===== src/rtl/ceres_pkg.sv =====
// Shared definitions for the two-stage RV32I core
// Widths, opcode and retire-operation encodings, bus ownership
`default_nettype none

package ceres_pkg;

  // Data and address width
  localparam int XLEN = 32;
  // Architectural register count
  localparam int NUM_REGS = 32;

  // Major opcode field of the kept instructions
  typedef enum logic [6:0] {
    OP_REG    = 7'b0110011,
    OP_IMM    = 7'b0010011,
    OP_LOAD   = 7'b0000011,
    OP_STORE  = 7'b0100011,
    OP_BRANCH = 7'b1100011,
    OP_JAL    = 7'b1101111
  } opcode_e;

  // Operation retired by the execute stage
  typedef enum logic [3:0] {
    ALU_ADD,
    ALU_SUB,
    ALU_AND,
    ALU_OR,
    ALU_XOR,
    ALU_LW,
    ALU_SW,
    ALU_BEQ,
    ALU_BNE,
    ALU_JAL,
    ALU_NOP
  } alu_op_e;

  // Current owner of the external memory bus
  typedef enum logic [1:0] {
    OWN_IDLE,
    OWN_FETCH,
    OWN_DATA
  } bus_owner_e;

endpackage

`default_nettype wire


===== src/rtl/reg_file.sv =====
// Integer register file, 2 read ports and 1 write port
// x0 reads as zero and ignores writes
`timescale 1ns/1ns
`default_nettype none

module reg_file (
  input  logic                       clk_i,
  input  logic                       rst_ni,
  input  logic [4:0]                 raddr1_i,
  input  logic [4:0]                 raddr2_i,
  output logic [ceres_pkg::XLEN-1:0] rdata1_o,
  output logic [ceres_pkg::XLEN-1:0] rdata2_o,
  input  logic                       we_i,
  input  logic [4:0]                 waddr_i,
  input  logic [ceres_pkg::XLEN-1:0] wdata_i
);
  import ceres_pkg::*;

  logic [XLEN-1:0] regs_q [NUM_REGS];

  always_ff @(posedge clk_i) begin
    if (!rst_ni) begin
      for (int i = 0; i < NUM_REGS; i++) begin
        regs_q[i] <= '0;
      end
    end else if (we_i && (waddr_i != '0)) begin
      regs_q[waddr_i] <= wdata_i;
    end
  end

  // Combinational reads, a write shows up the next cycle
  assign rdata1_o = regs_q[raddr1_i];
  assign rdata2_o = regs_q[raddr2_i];

  a_x0_zero: assert property (@(posedge clk_i) disable iff (!rst_ni) regs_q[0] == '0)
    else $error("register x0 lost its zero value");

endmodule

`default_nettype wire


===== src/rtl/decoder.sv =====
// RV32I decoder for the kept instruction subset
// Gives the retire operation, register fields and sign-extended immediate
`timescale 1ns/1ns
`default_nettype none

module decoder (
  input  logic [ceres_pkg::XLEN-1:0] inst_i,
  output ceres_pkg::alu_op_e         op_o,
  output logic [4:0]                 rs1_o,
  output logic [4:0]                 rs2_o,
  output logic [4:0]                 rd_o,
  output logic [ceres_pkg::XLEN-1:0] imm_o
);
  import ceres_pkg::*;

  opcode_e    opcode;
  logic [2:0] funct3;
  logic [6:0] funct7;

  assign opcode = opcode_e'(inst_i[6:0]);
  assign funct3 = inst_i[14:12];
  assign funct7 = inst_i[31:25];
  assign rs1_o  = inst_i[19:15];
  assign rd_o   = inst_i[11:7];

  always_comb begin
    // Unknown encodings fall through as a no-op
    op_o  = ALU_NOP;
    imm_o = '0;
    // I-type reads x0 as its second source
    rs2_o = '0;
    case (opcode)
      OP_REG: begin
        rs2_o = inst_i[24:20];
        case ({funct7, funct3})
          {7'h00, 3'b000}: op_o = ALU_ADD;
          {7'h20, 3'b000}: op_o = ALU_SUB;
          {7'h00, 3'b111}: op_o = ALU_AND;
          {7'h00, 3'b110}: op_o = ALU_OR;
          {7'h00, 3'b100}: op_o = ALU_XOR;
          default:         op_o = ALU_NOP;
        endcase
      end
      OP_IMM: begin
        // ADDI only
        if (funct3 == 3'b000) begin
          op_o = ALU_ADD;
        end
        imm_o = {{20{inst_i[31]}}, inst_i[31:20]};
      end
      OP_LOAD: begin
        if (funct3 == 3'b010) begin
          op_o = ALU_LW;
        end
        imm_o = {{20{inst_i[31]}}, inst_i[31:20]};
      end
      OP_STORE: begin
        rs2_o = inst_i[24:20];
        if (funct3 == 3'b010) begin
          op_o = ALU_SW;
        end
        imm_o = {{20{inst_i[31]}}, inst_i[31:25], inst_i[11:7]};
      end
      OP_BRANCH: begin
        rs2_o = inst_i[24:20];
        if (funct3 == 3'b000) begin
          op_o = ALU_BEQ;
        end else if (funct3 == 3'b001) begin
          op_o = ALU_BNE;
        end
        // B-type offset, bit 0 always zero
        imm_o = {{19{inst_i[31]}}, inst_i[31], inst_i[7], inst_i[30:25],
                 inst_i[11:8], 1'b0};
      end
      OP_JAL: begin
        op_o  = ALU_JAL;
        imm_o = {{11{inst_i[31]}}, inst_i[31], inst_i[19:12], inst_i[20],
                 inst_i[30:21], 1'b0};
      end
      default: begin
        op_o = ALU_NOP;
      end
    endcase
  end

endmodule

`default_nettype wire


===== src/rtl/fetch_unit.sv =====
// Instruction fetch for the two-stage core
// Walks the PC by 4, keeps one prefetched word and restarts on a redirect
`timescale 1ns/1ns
`default_nettype none

module fetch_unit #(
  parameter logic [ceres_pkg::XLEN-1:0] RESET_VECTOR = '0
) (
  input  logic                       clk_i,
  input  logic                       rst_ni,
  output logic                       if_req_o,
  output logic [ceres_pkg::XLEN-1:0] if_addr_o,
  input  logic                       if_done_i,
  input  logic [ceres_pkg::XLEN-1:0] rdata_i,
  output logic                       inst_valid_o,
  output logic [ceres_pkg::XLEN-1:0] inst_o,
  output logic [ceres_pkg::XLEN-1:0] inst_pc_o,
  input  logic                       inst_take_i,
  input  logic                       redirect_i,
  input  logic [ceres_pkg::XLEN-1:0] redirect_pc_i
);
  import ceres_pkg::*;

  logic            run_q;
  logic [XLEN-1:0] pc_q;
  logic            discard_q;
  logic [XLEN-1:0] target_q;
  logic            buf_valid_q;
  logic [XLEN-1:0] buf_inst_q;
  logic [XLEN-1:0] buf_pc_q;
  logic            keep_word;

  // One request is always open once out of reset
  assign if_req_o  = run_q;
  // Address only moves after the open fetch is done
  assign if_addr_o = pc_q;

  // Words from an overtaken path never reach the buffer
  assign keep_word = if_done_i && !discard_q && !redirect_i;

  // ========================================
  // PC and discard control
  // ========================================
  always_ff @(posedge clk_i) begin
    if (!rst_ni) begin
      run_q       <= 1'b0;
      pc_q        <= RESET_VECTOR;
      discard_q   <= 1'b0;
      buf_valid_q <= 1'b0;
    end else begin
      run_q <= 1'b1;
      if (if_done_i) begin
        // Fetch finished, pick the next address
        if (redirect_i) begin
          pc_q <= redirect_pc_i;
        end else if (discard_q) begin
          pc_q <= target_q;
        end else begin
          pc_q <= pc_q + XLEN'(4);
        end
        discard_q <= 1'b0;
      end else if (redirect_i) begin
        // Fetch still on the bus, let it finish and drop it
        discard_q <= 1'b1;
      end
      // Buffer state, a redirect flushes it
      if (redirect_i) begin
        buf_valid_q <= 1'b0;
      end else if (keep_word) begin
        buf_valid_q <= 1'b1;
      end else if (inst_take_i) begin
        buf_valid_q <= 1'b0;
      end
    end
  end

  // Buffered word and parked redirect target
  always_ff @(posedge clk_i) begin
    if (redirect_i) begin
      target_q <= redirect_pc_i;
    end
    if (keep_word) begin
      buf_inst_q <= rdata_i;
      buf_pc_q   <= pc_q;
    end
  end

  assign inst_valid_o = buf_valid_q;
  assign inst_o       = buf_inst_q;
  assign inst_pc_o    = buf_pc_q;

  // Fetch address holds until the arbiter reports done
  a_if_addr_stable: assert property (@(posedge clk_i) disable iff (!rst_ni)
    if_req_o && !if_done_i |=> $stable(if_addr_o))
    else $error("fetch address changed while request was open");

endmodule

`default_nettype wire


===== src/rtl/execute_unit.sv =====
// Execute and retire stage
// ALU work, branch and JAL resolution, register writes, load/store hand-off
`timescale 1ns/1ns
`default_nettype none

module execute_unit (
  input  logic                       clk_i,
  input  logic                       rst_ni,
  input  logic                       inst_valid_i,
  input  logic [ceres_pkg::XLEN-1:0] inst_i,
  input  logic [ceres_pkg::XLEN-1:0] inst_pc_i,
  output logic                       inst_take_o,
  output logic                       redirect_o,
  output logic [ceres_pkg::XLEN-1:0] redirect_pc_o,
  output logic [4:0]                 rf_raddr1_o,
  output logic [4:0]                 rf_raddr2_o,
  input  logic [ceres_pkg::XLEN-1:0] rf_rdata1_i,
  input  logic [ceres_pkg::XLEN-1:0] rf_rdata2_i,
  output logic                       rf_we_o,
  output logic [4:0]                 rf_waddr_o,
  output logic [ceres_pkg::XLEN-1:0] rf_wdata_o,
  output logic                       ls_start_o,
  output logic                       ls_we_o,
  output logic [ceres_pkg::XLEN-1:0] ls_addr_o,
  output logic [ceres_pkg::XLEN-1:0] ls_wdata_o,
  input  logic                       ls_busy_i,
  input  logic                       ls_done_i,
  input  logic [ceres_pkg::XLEN-1:0] ls_rdata_i
);
  import ceres_pkg::*;

  alu_op_e         op;
  logic [4:0]      rd;
  logic [XLEN-1:0] imm;
  logic [XLEN-1:0] op_b;
  logic [XLEN-1:0] alu_res;
  logic            equal;
  logic            writes_rd;
  logic [4:0]      ld_rd_q;

  decoder i_decoder (
    .inst_i(inst_i),
    .op_o  (op),
    .rs1_o (rf_raddr1_o),
    .rs2_o (rf_raddr2_o),
    .rd_o  (rd),
    .imm_o (imm)
  );

  // No new instruction while a load or store is on its way
  assign inst_take_o = inst_valid_i && !ls_busy_i;

  // ========================================
  // ALU and branch compare
  // ========================================
  // R-type has a zero immediate and I-type reads x0, so one operand is zero
  assign op_b  = rf_rdata2_i | imm;
  assign equal = (rf_rdata1_i == rf_rdata2_i);

  always_comb begin
    case (op)
      ALU_ADD: alu_res = rf_rdata1_i + op_b;
      ALU_SUB: alu_res = rf_rdata1_i - op_b;
      ALU_AND: alu_res = rf_rdata1_i & op_b;
      ALU_OR:  alu_res = rf_rdata1_i | op_b;
      ALU_XOR: alu_res = rf_rdata1_i ^ op_b;
      // Link address
      ALU_JAL: alu_res = inst_pc_i + XLEN'(4);
      default: alu_res = '0;
    endcase
  end

  assign writes_rd = op inside {ALU_ADD, ALU_SUB, ALU_AND, ALU_OR, ALU_XOR, ALU_JAL};

  // Taken branches and JAL restart fetch at pc + offset
  assign redirect_o = inst_take_o && ((op == ALU_JAL) || ((op == ALU_BEQ) && equal) ||
                                      ((op == ALU_BNE) && !equal));
  assign redirect_pc_o = inst_pc_i + imm;

  // ========================================
  // Load/store hand-off
  // ========================================
  assign ls_start_o = inst_take_o && ((op == ALU_LW) || (op == ALU_SW));
  assign ls_we_o    = (op == ALU_SW);
  assign ls_addr_o  = rf_rdata1_i + imm;
  assign ls_wdata_o = rf_rdata2_i;

  // Destination of the pending access, stores park x0 here
  always_ff @(posedge clk_i) begin
    if (!rst_ni) begin
      ld_rd_q <= '0;
    end else if (ls_start_o) begin
      ld_rd_q <= (op == ALU_LW) ? rd : '0;
    end
  end

  // Write port, load data and ALU results never meet in one cycle
  always_comb begin
    rf_we_o    = 1'b0;
    rf_waddr_o = rd;
    rf_wdata_o = alu_res;
    if (ls_done_i) begin
      rf_we_o    = 1'b1;
      rf_waddr_o = ld_rd_q;
      rf_wdata_o = ls_rdata_i;
    end else if (inst_take_o && writes_rd) begin
      rf_we_o = 1'b1;
    end
  end

endmodule

`default_nettype wire


===== src/rtl/load_store_unit.sv =====
// Load/store unit
// Latches one word access and carries it over the data port
`timescale 1ns/1ns
`default_nettype none

module load_store_unit (
  input  logic                       clk_i,
  input  logic                       rst_ni,
  input  logic                       ls_start_i,
  input  logic                       ls_we_i,
  input  logic [ceres_pkg::XLEN-1:0] ls_addr_i,
  input  logic [ceres_pkg::XLEN-1:0] ls_wdata_i,
  output logic                       ls_busy_o,
  output logic                       ls_done_o,
  output logic [ceres_pkg::XLEN-1:0] ls_rdata_o,
  output logic                       bus_req_o,
  output logic                       bus_we_o,
  output logic [ceres_pkg::XLEN-1:0] bus_addr_o,
  output logic [ceres_pkg::XLEN-1:0] bus_wdata_o,
  input  logic                       bus_done_i,
  input  logic [ceres_pkg::XLEN-1:0] bus_rdata_i
);
  import ceres_pkg::*;

  logic            busy_q;
  logic            we_q;
  logic [XLEN-1:0] addr_q;
  logic [XLEN-1:0] wdata_q;

  always_ff @(posedge clk_i) begin
    if (!rst_ni) begin
      busy_q <= 1'b0;
    end else if (ls_start_i) begin
      busy_q <= 1'b1;
    end else if (bus_done_i) begin
      busy_q <= 1'b0;
    end
  end

  // Request fields with the address forced to a word boundary
  always_ff @(posedge clk_i) begin
    if (ls_start_i) begin
      we_q    <= ls_we_i;
      addr_q  <= ls_addr_i & ~XLEN'(3);
      wdata_q <= ls_wdata_i;
    end
  end

  // Fields stay put from start until done
  assign bus_req_o   = busy_q;
  assign bus_we_o    = we_q;
  assign bus_addr_o  = addr_q;
  assign bus_wdata_o = wdata_q;

  // Read data is valid in the done cycle itself
  assign ls_busy_o  = busy_q;
  assign ls_done_o  = busy_q && bus_done_i;
  assign ls_rdata_o = bus_rdata_i;

endmodule

`default_nettype wire


===== src/rtl/memory_arbiter.sv =====
// Memory bus arbiter
// Shares one bus between fetch and load/store, data side first
`timescale 1ns/1ns
`default_nettype none

module memory_arbiter (
  input  logic                       clk_i,
  input  logic                       rst_ni,
  input  logic                       if_req_i,
  input  logic [ceres_pkg::XLEN-1:0] if_addr_i,
  output logic                       if_done_o,
  input  logic                       ls_req_i,
  input  logic                       ls_we_i,
  input  logic [ceres_pkg::XLEN-1:0] ls_addr_i,
  input  logic [ceres_pkg::XLEN-1:0] ls_wdata_i,
  output logic                       ls_done_o,
  output logic [ceres_pkg::XLEN-1:0] rdata_o,
  output logic                       mem_req_o,
  output logic                       mem_we_o,
  output logic [ceres_pkg::XLEN-1:0] mem_addr_o,
  output logic [ceres_pkg::XLEN-1:0] mem_wdata_o,
  input  logic [ceres_pkg::XLEN-1:0] mem_rdata_i,
  input  logic                       mem_ready_i
);
  import ceres_pkg::*;

  bus_owner_e owner_q;
  bus_owner_e owner;

  // An idle bus is granted in the request cycle
  always_comb begin
    if (owner_q != OWN_IDLE) begin
      owner = owner_q;
    end else if (ls_req_i) begin
      owner = OWN_DATA;
    end else if (if_req_i) begin
      owner = OWN_FETCH;
    end else begin
      owner = OWN_IDLE;
    end
  end

  // Owner holds until its access completes
  always_ff @(posedge clk_i) begin
    if (!rst_ni) begin
      owner_q <= OWN_IDLE;
    end else if (mem_ready_i) begin
      owner_q <= OWN_IDLE;
    end else begin
      owner_q <= owner;
    end
  end

  // ========================================
  // Bus drive from the owner
  // ========================================
  always_comb begin
    mem_req_o   = 1'b0;
    mem_we_o    = 1'b0;
    mem_addr_o  = '0;
    mem_wdata_o = '0;
    case (owner)
      OWN_FETCH: begin
        mem_req_o  = 1'b1;
        mem_addr_o = if_addr_i;
      end
      OWN_DATA: begin
        mem_req_o   = 1'b1;
        mem_we_o    = ls_we_i;
        mem_addr_o  = ls_addr_i;
        mem_wdata_o = ls_wdata_i;
      end
      default: begin
        mem_req_o = 1'b0;
      end
    endcase
  end

  assign if_done_o = (owner == OWN_FETCH) && mem_ready_i;
  assign ls_done_o = (owner == OWN_DATA) && mem_ready_i;
  assign rdata_o   = mem_rdata_i;

  a_one_done: assert property (@(posedge clk_i) disable iff (!rst_ni)
    !(if_done_o && ls_done_o))
    else $error("fetch and data completed in the same cycle");

endmodule

`default_nettype wire


===== src/rtl/cpu_top.sv =====
// Top level of the two-stage RV32I core
// Fetch and load/store share the external bus through the arbiter
`timescale 1ns/1ns
`default_nettype none

module cpu_top #(
  parameter logic [ceres_pkg::XLEN-1:0] RESET_VECTOR = '0
) (
  input  logic                       clk_i,
  input  logic                       rst_ni,
  output logic                       mem_req_o,
  output logic                       mem_we_o,
  output logic [ceres_pkg::XLEN-1:0] mem_addr_o,
  output logic [ceres_pkg::XLEN-1:0] mem_wdata_o,
  input  logic [ceres_pkg::XLEN-1:0] mem_rdata_i,
  input  logic                       mem_ready_i
);
  import ceres_pkg::*;

  // Fetch port
  logic            if_req;
  logic [XLEN-1:0] if_addr;
  logic            if_done;
  // Data port
  logic            ls_req;
  logic            ls_we;
  logic [XLEN-1:0] ls_addr;
  logic [XLEN-1:0] ls_wdata;
  logic            ls_done;
  logic [XLEN-1:0] rdata;
  // Instruction hand-off
  logic            inst_valid;
  logic [XLEN-1:0] inst;
  logic [XLEN-1:0] inst_pc;
  logic            inst_take;
  logic            redirect;
  logic [XLEN-1:0] redirect_pc;
  // Register file
  logic [4:0]      rf_raddr1;
  logic [4:0]      rf_raddr2;
  logic [XLEN-1:0] rf_rdata1;
  logic [XLEN-1:0] rf_rdata2;
  logic            rf_we;
  logic [4:0]      rf_waddr;
  logic [XLEN-1:0] rf_wdata;
  // Execute to load/store
  logic            ex_ls_start;
  logic            ex_ls_we;
  logic [XLEN-1:0] ex_ls_addr;
  logic [XLEN-1:0] ex_ls_wdata;
  logic            ex_ls_busy;
  logic            ex_ls_done;
  logic [XLEN-1:0] ex_ls_rdata;

  fetch_unit #(
    .RESET_VECTOR(RESET_VECTOR)
  ) i_fetch_unit (
    .clk_i        (clk_i),
    .rst_ni       (rst_ni),
    .if_req_o     (if_req),
    .if_addr_o    (if_addr),
    .if_done_i    (if_done),
    .rdata_i      (rdata),
    .inst_valid_o (inst_valid),
    .inst_o       (inst),
    .inst_pc_o    (inst_pc),
    .inst_take_i  (inst_take),
    .redirect_i   (redirect),
    .redirect_pc_i(redirect_pc)
  );

  execute_unit i_execute_unit (
    .clk_i        (clk_i),
    .rst_ni       (rst_ni),
    .inst_valid_i (inst_valid),
    .inst_i       (inst),
    .inst_pc_i    (inst_pc),
    .inst_take_o  (inst_take),
    .redirect_o   (redirect),
    .redirect_pc_o(redirect_pc),
    .rf_raddr1_o  (rf_raddr1),
    .rf_raddr2_o  (rf_raddr2),
    .rf_rdata1_i  (rf_rdata1),
    .rf_rdata2_i  (rf_rdata2),
    .rf_we_o      (rf_we),
    .rf_waddr_o   (rf_waddr),
    .rf_wdata_o   (rf_wdata),
    .ls_start_o   (ex_ls_start),
    .ls_we_o      (ex_ls_we),
    .ls_addr_o    (ex_ls_addr),
    .ls_wdata_o   (ex_ls_wdata),
    .ls_busy_i    (ex_ls_busy),
    .ls_done_i    (ex_ls_done),
    .ls_rdata_i   (ex_ls_rdata)
  );

  reg_file i_reg_file (
    .clk_i   (clk_i),
    .rst_ni  (rst_ni),
    .raddr1_i(rf_raddr1),
    .raddr2_i(rf_raddr2),
    .rdata1_o(rf_rdata1),
    .rdata2_o(rf_rdata2),
    .we_i    (rf_we),
    .waddr_i (rf_waddr),
    .wdata_i (rf_wdata)
  );

  load_store_unit i_load_store_unit (
    .clk_i      (clk_i),
    .rst_ni     (rst_ni),
    .ls_start_i (ex_ls_start),
    .ls_we_i    (ex_ls_we),
    .ls_addr_i  (ex_ls_addr),
    .ls_wdata_i (ex_ls_wdata),
    .ls_busy_o  (ex_ls_busy),
    .ls_done_o  (ex_ls_done),
    .ls_rdata_o (ex_ls_rdata),
    .bus_req_o  (ls_req),
    .bus_we_o   (ls_we),
    .bus_addr_o (ls_addr),
    .bus_wdata_o(ls_wdata),
    .bus_done_i (ls_done),
    .bus_rdata_i(rdata)
  );

  memory_arbiter i_memory_arbiter (
    .clk_i      (clk_i),
    .rst_ni     (rst_ni),
    .if_req_i   (if_req),
    .if_addr_i  (if_addr),
    .if_done_o  (if_done),
    .ls_req_i   (ls_req),
    .ls_we_i    (ls_we),
    .ls_addr_i  (ls_addr),
    .ls_wdata_i (ls_wdata),
    .ls_done_o  (ls_done),
    .rdata_o    (rdata),
    .mem_req_o  (mem_req_o),
    .mem_we_o   (mem_we_o),
    .mem_addr_o (mem_addr_o),
    .mem_wdata_o(mem_wdata_o),
    .mem_rdata_i(mem_rdata_i),
    .mem_ready_i(mem_ready_i)
  );

endmodule

`default_nettype wire


===== config.mk =====
export PLATFORM = sky130hd
export DESIGN_NAME = cpu_top
export DESIGN_NICKNAME = d
export VERILOG_FILES = /design/src/rtl/ceres_pkg.sv /design/src/rtl/reg_file.sv /design/src/rtl/decoder.sv /design/src/rtl/fetch_unit.sv /design/src/rtl/execute_unit.sv /design/src/rtl/load_store_unit.sv /design/src/rtl/memory_arbiter.sv /design/src/rtl/cpu_top.sv
export SDC_FILE = /design/constraint.sdc
export NUM_CORES = 2
export LEC_CHECK = 0
export BUFFER_PORTS_ARGS = -buffer_cell sky130_fd_sc_hd__buf_2
export CELL_PAD_IN_SITES_DETAIL_PLACEMENT = 1
export CELL_PAD_IN_SITES_GLOBAL_PLACEMENT = 2
export CORE_AREA = 2 2 560 562
export DETAILED_ROUTE_END_ITERATION = 7
export DIE_AREA = 0 0 562 564
export PLACE_DENSITY_LB_ADDON = 0.15
export SLEW_MARGIN = 20
export SYNTH_ARGS = -nofsm -noshare
export SYNTH_HDL_FRONTEND = slang
export SYNTH_SLANG_ARGS = --single-unit

===== constraint.sdc =====
create_clock -name clk_i -period 9.82 [get_ports clk_i]
set_clock_uncertainty 0.05 [all_clocks]
set_input_delay 1.964 -clock clk_i [delete_from_list [all_inputs] [get_ports clk_i]]
set_output_delay 1.964 -clock clk_i [all_outputs]
set_load 0.01 [all_outputs]

; ---- Yosys cells after proc, flatten, opt, wreduce, memory -nomap -nowiden
; Memory sizes are Yosys's and may differ from the RTL's. A register that Yosys moved wholly into a read port is not among the register bits.
; Index checks and enable logic that the tools add are counted.
[word_totals]
memories = 1
mem_bits_rw = 1024
ff_bits = 202
inputBits = 35
wordCells = 120
output_inout_bits = 66
[mem_list]
columns = name, words, word_bits, rd, rd_clocked_by_memory_dff, write_ports, line_no
row1 = i_reg_file.regs_q, 32, 32, 2, 1, 32, reg_file.sv:19  ; logic [XLEN-1:0] regs_q [NUM_REGS];
[classes]
reduce_logical = 34
mux = 37
addsub = 6
n_bitwise = 5
eq_ne = 24
[op_table]
columns = operator, count
row1 = 32-bit one-hot mux with 6 select lines, 1
row2 = 32-bit 2-to-1 mux, 5
row3 = 32-bit one-hot mux with 4 select lines, 1
row4 = 32-bit adder, 3
row5 = 32-bit by 3-bit adder with 32-bit output (second input constant), 2
row6 = 32-bit OR, 2
row7 = 32-bit one-hot mux with 2 select lines, 1
row8 = 32-bit bitwise AND, 1
row9 = 32-bit == test, 1
row10 = 32-bit OR reduction, 1
row11 = 32-bit subtractor, 1
row12 = 32-bit XOR, 1
row13 = 10-bit by 3-bit == test with 1-bit output (second input constant), 3
row14 = 5-bit 2-to-1 mux, 5
row15 = 4-bit one-hot mux with 6 select lines, 1
row16 = 4-bit one-hot mux with 5 select lines, 1
row17 = 4-bit by 3-bit == test with 1-bit output (second input constant), 4
row18 = 4-bit 2-to-1 mux, 4
row19 = 1-bit 2-to-1 mux, 15
row20 = 7-bit by 6-bit == test with 1-bit output (second input constant), 2
row21 = 7-bit == test (second input constant), 2
row22 = 1-bit logical AND, 12
row23 = 10-bit by 9-bit == test with 1-bit output (second input constant), 1
row24 = 10-bit zero test, 1
row25 = other kinds (20), 35

; ---- Longest topological paths before layout
[logic_depth]
depth_word = 15
depth_mapped = 32

; ---- Modules after synthesis
; From an unflattened synthesis, not the netlist that was laid out.
[hier_totals]
hier_cells = 6679
hier_area_um2 = 73888.4
[modules_own_cells]
columns = module, seq_area_each_um2, n_inst, cells_per_inst, area_each_um2
row1 = reg_file, 30749.5, 1, 4609, 55715.9
row2 = execute_unit, 100.1, 1, 1280, 8949.8
row3 = fetch_unit, 3583.4, 1, 413, 5243.8
row4 = load_store_unit, 1911.8, 1, 103, 2199.6
row5 = memory_arbiter, 40.0, 1, 162, 1043.5
row6 = decoder, 0.0, 1, 112, 735.7

; ---- Least setup slack after synthesis
; OpenSTA, ideal clock, no wires.
[synth_path]
path_type = flip-flop to flip-flop
start = register i_fetch_unit.buf_inst_q[2] (netlist: i_fetch_unit.inst_o[2])
end = memory i_reg_file.regs_q[16][31] (data pin)
setup_slack_ns = 2.701
stages_incl_launch_ff = 31
period_less_slack_ns = 7.119
setup_ns = 0.154
t_arrival_ns = 6.915
cell_sequence = edfxtp_1 -> nand4bb_1 -> buf_2 -> or3_1 -> clkbuf_1 -> clkbuf_1 -> clkbuf_1 -> a221o_1 -> o21ai_0 -> o22ai_1 -> a21oi_1 -> nand4_1 -> nor4_1 -> nand4_1 -> nor2_1 -> nor2_1 -> xnor2_1 -> ha_1 -> a21o_1 -> a21o_1 -> a221oi_1 -> a21oi_1 -> o31ai_1 -> a211oi_1 -> o31a_1 -> o21ai_0 -> a21oi_1 -> a21o_1 -> a211o_1 -> clkbuf_1 -> a31oi_1
[synth_rtl]
columns = element, line_no
row1 = "start, declared", fetch_unit.sv:29  ; logic [XLEN-1:0] buf_inst_q;
row2 = "start signal, assigned", fetch_unit.sv:83  ; buf_inst_q <= rdata_i;
row3 = "end, declared", reg_file.sv:19

==> run metrics <==
most frequent cells in the layout=nor2_1, edfxtp_1, mux4_2, buf_4, o21ai_0; vias per cell=approximately 5.5; initial antenna violation count=13; Layout area overhead=16.8%; cell family with most CP delay=compound AO/OA/AOI/OAI gates; Total Routed Length=404,000 um; die area=0.317 sq mm; final setup vio count=0; vias=58.2k; Fmax=0.111 GHz; buffers and inverters on the worst path=5; die width=562 um; ANT nets after route=0; DRT iter0 DRCs=6,224; worst vdd ir=approximately 0.11 mV; WL per Instance=around 38 um; cells after synthesis=6,236; CP endpoint kind=flip-flop; Clock Tree Buf Depth=4; layout net count=6,501; CTS sink cnt=approximately 1.2k; CP arrival=roughly 9.6 ns; DRC=0; starting density of the core=0.229; PostCTS Resize Cnt=0; vias in the first global route=58.6k; min-delay worst type=reg2reg; Leak=28.1 nW; Final HPWL DP=about 270,000 um; TritonCTS Buffers=171; CP required=10.44 ns; Slew HR=0.175; FP Rows=205; GRT Total Usage=0.248; status=finished, final reports clean; #FFs+latches synth=1,231; CP max FO=36; CTS Root Cell=clkbuf_16; clk_lat worst skew=0.89 ns; Finished Core Util=0.268; post-synthesis sequential area ratio=0.511; global-route wire length before repair=540,000 um; ys async rst share=0; Most used DFF post-synth=edfxtp_1; share of layout cells above drive strength 1=0.193; slowest cell on the critical path=nand3_1; Post-Syn Area per Cell=11.4 sq um; CP max stage delay=0.84 ns; min cycle time layout=9.00 ns; worst-margin pin slew=1.23 ns; pin count of the biggest net entering global routing=81; # hold bufs at CTS=0; GPL Wtd Cong=0.866; post-CTS setup buffer count=0; count of pins over their slew limit=0; H-tree levels=4; Setup TNS=0 ns; GR Overflow Total=0; max-cap viol count=0; synth warn=0; Top Ports=101; drt first pass iters=7; crit share post-route=0.917; Final Hold Fails=0; Worst setup SP type=flip-flop; most common cell after layout, fill and taps aside=nor2_1; CTS tree=done; Die H=564 um; Pwr Density=174 mW/mm^2; Post-Syn Area=roughly 0.071 sq mm; Pwr Total=0.0145 W; RSZ-0062 raised after global routing=no; IO Port Bufs=100; core area=0.311 sq mm; synth unique cells=98; Clock Pin Slew Worst Setup and Hold Paths=0.06 ns; crit path kind=reg2reg; EDFF count, synth=1,183
-- flip-flops by register name, indices dropped and copies added (netlist names), named ones only --
register,cells
i_memory_arbiter.owner_q,2
i_load_store_unit.bus_we_o,1
i_fetch_unit.target_q,32
i_fetch_unit.inst_o,32
i_fetch_unit.if_req_o,1
i_execute_unit.ld_rd_q,5
i_load_store_unit.bus_req_o,1
i_load_store_unit.bus_wdata_o,32
i_fetch_unit.discard_q,1
i_reg_file.regs_q,1024
i_load_store_unit.bus_addr_o,30
i_fetch_unit.inst_valid_o,1
i_fetch_unit.if_addr_o,32
i_fetch_unit.inst_pc_o,32
-- where the power goes --
group | switching [W] | internal [W]
Sequential | 0.000172 | 0.00594
Clock | 0.00260 | 0.00351
Combinational | 0.00150 | 0.000757
Total | 0.00427 | 0.0102
-- layer usage --
metal,vias up,global-route usage,share of wire
met5,-,0,0
met4,0,0.0866,0.037
met2,2395,0.418,0.48
li1,23900,-,-
met3,591,0.0298,0.058
met1,31400,0.328,0.43
-- stage by stage --
step / worst slack, ns / hold slack [ns] / instances / cell area [sq um]
6_report: 0.818 / 0.457 / 10600 / 83300
5_1_grt: 0.508 / 0.480 / 10600 / 83300
4_1_cts: 0.943 / 0.454 / 10600 / 83300
3_5_place_dp: 1.00 / 0.443 / 10300 / 78100
3_3_place_gp: 0.370 / 0.442 / 10300 / 78000
2_1_floorplan: 2.70 / 0.356 / 6267 / 71500
-- cell usage after synthesis, types with 66 or more instances --
cell,n,area (sq um)
a21oi_1,184,921
mux2_2,93,1050
xnor2_1,114,998
nand3_1,120,601
ha_1,166,2080
o21ai_0,248,1240
mux4_2,319,7180
nand2_1,270,1010
edfxtp_1,1183,35500
clkbuf_1,359,1350
a22oi_1,97,728
nor2_1,1205,4520
inv_1,140,526
a31oi_1,96,601
nand4_1,120,751
buf_2,118,591
nor3_1,82,410
a211oi_1,66,495
mux2i_1,180,1800
-- worst paths after layout --
check,cells after the start,from,slack (ns),endpoint
setup / recovery,27,i_fetch_unit.inst_o[2],0.82,i_reg_file.regs_q[29][31]
hold / removal,1,i_fetch_unit.inst_o[19],0.46,flip-flop
setup reg to reg,27,i_fetch_unit.inst_o[2],0.82,i_reg_file.regs_q[29][31]
hold reg to reg,1,i_fetch_unit.inst_o[19],0.46,flip-flop
-- kinds of logic (layout without fill, tap and decap cells) --
family,Yosys count,in the layout,share of synthesized area
AND/OR/NAND/NOR,2116,2116,0.132
buffers and inverters,701,854,0.0426
other,1,41,0.0000526
flip-flops,1231,1231,0.511
AO/OA/AOI/OAI,1253,1253,0.122
XOR/XNOR,174,174,0.0214
adder cells (fa/ha/maj),168,168,0.0297
multiplexers,592,592,0.141
-- cell type report --
type | instances | area [sq um]
multi-input cells | 4335 | 32600
diodes | 9 | 22.5
clock inverters | 81 | 702
clock buffers | 214 | 4510
fillers | 34200 | 228000
flip-flops and latches | 1231 | 36500
inverters | 140 | 531
repair buffers | 419 | 3230
well taps | 4140 | 5180
-- worst reg2reg max path: stages (launching register included) --
cell and delay, ns:
edfxtp_1 0.44, and4bb_4 0.53, buf_12 0.31, buf_4 0.59, nand3_1 0.89, buf_4 0.49, o31a_1 0.38, a32oi_2 0.60
nor2_1 0.26, nand4_1 0.20, nor2_1 0.09, nor2_1 0.14, xnor2_1 0.15, ha_1 0.27, a21o_1 0.19, a21o_1 0.20
a221oi_1 0.37, a21oi_1 0.12, o31ai_1 0.54, buf_4 0.23, a211oi_1 0.08, o31a_1 0.30, o21ai_0 0.24, a21oi_1 0.14
a21o_1 0.19, a211o_1 0.40, buf_12 0.21, a31oi_1 0.23
Note: power is estimated with default switching activity, not from simulation.
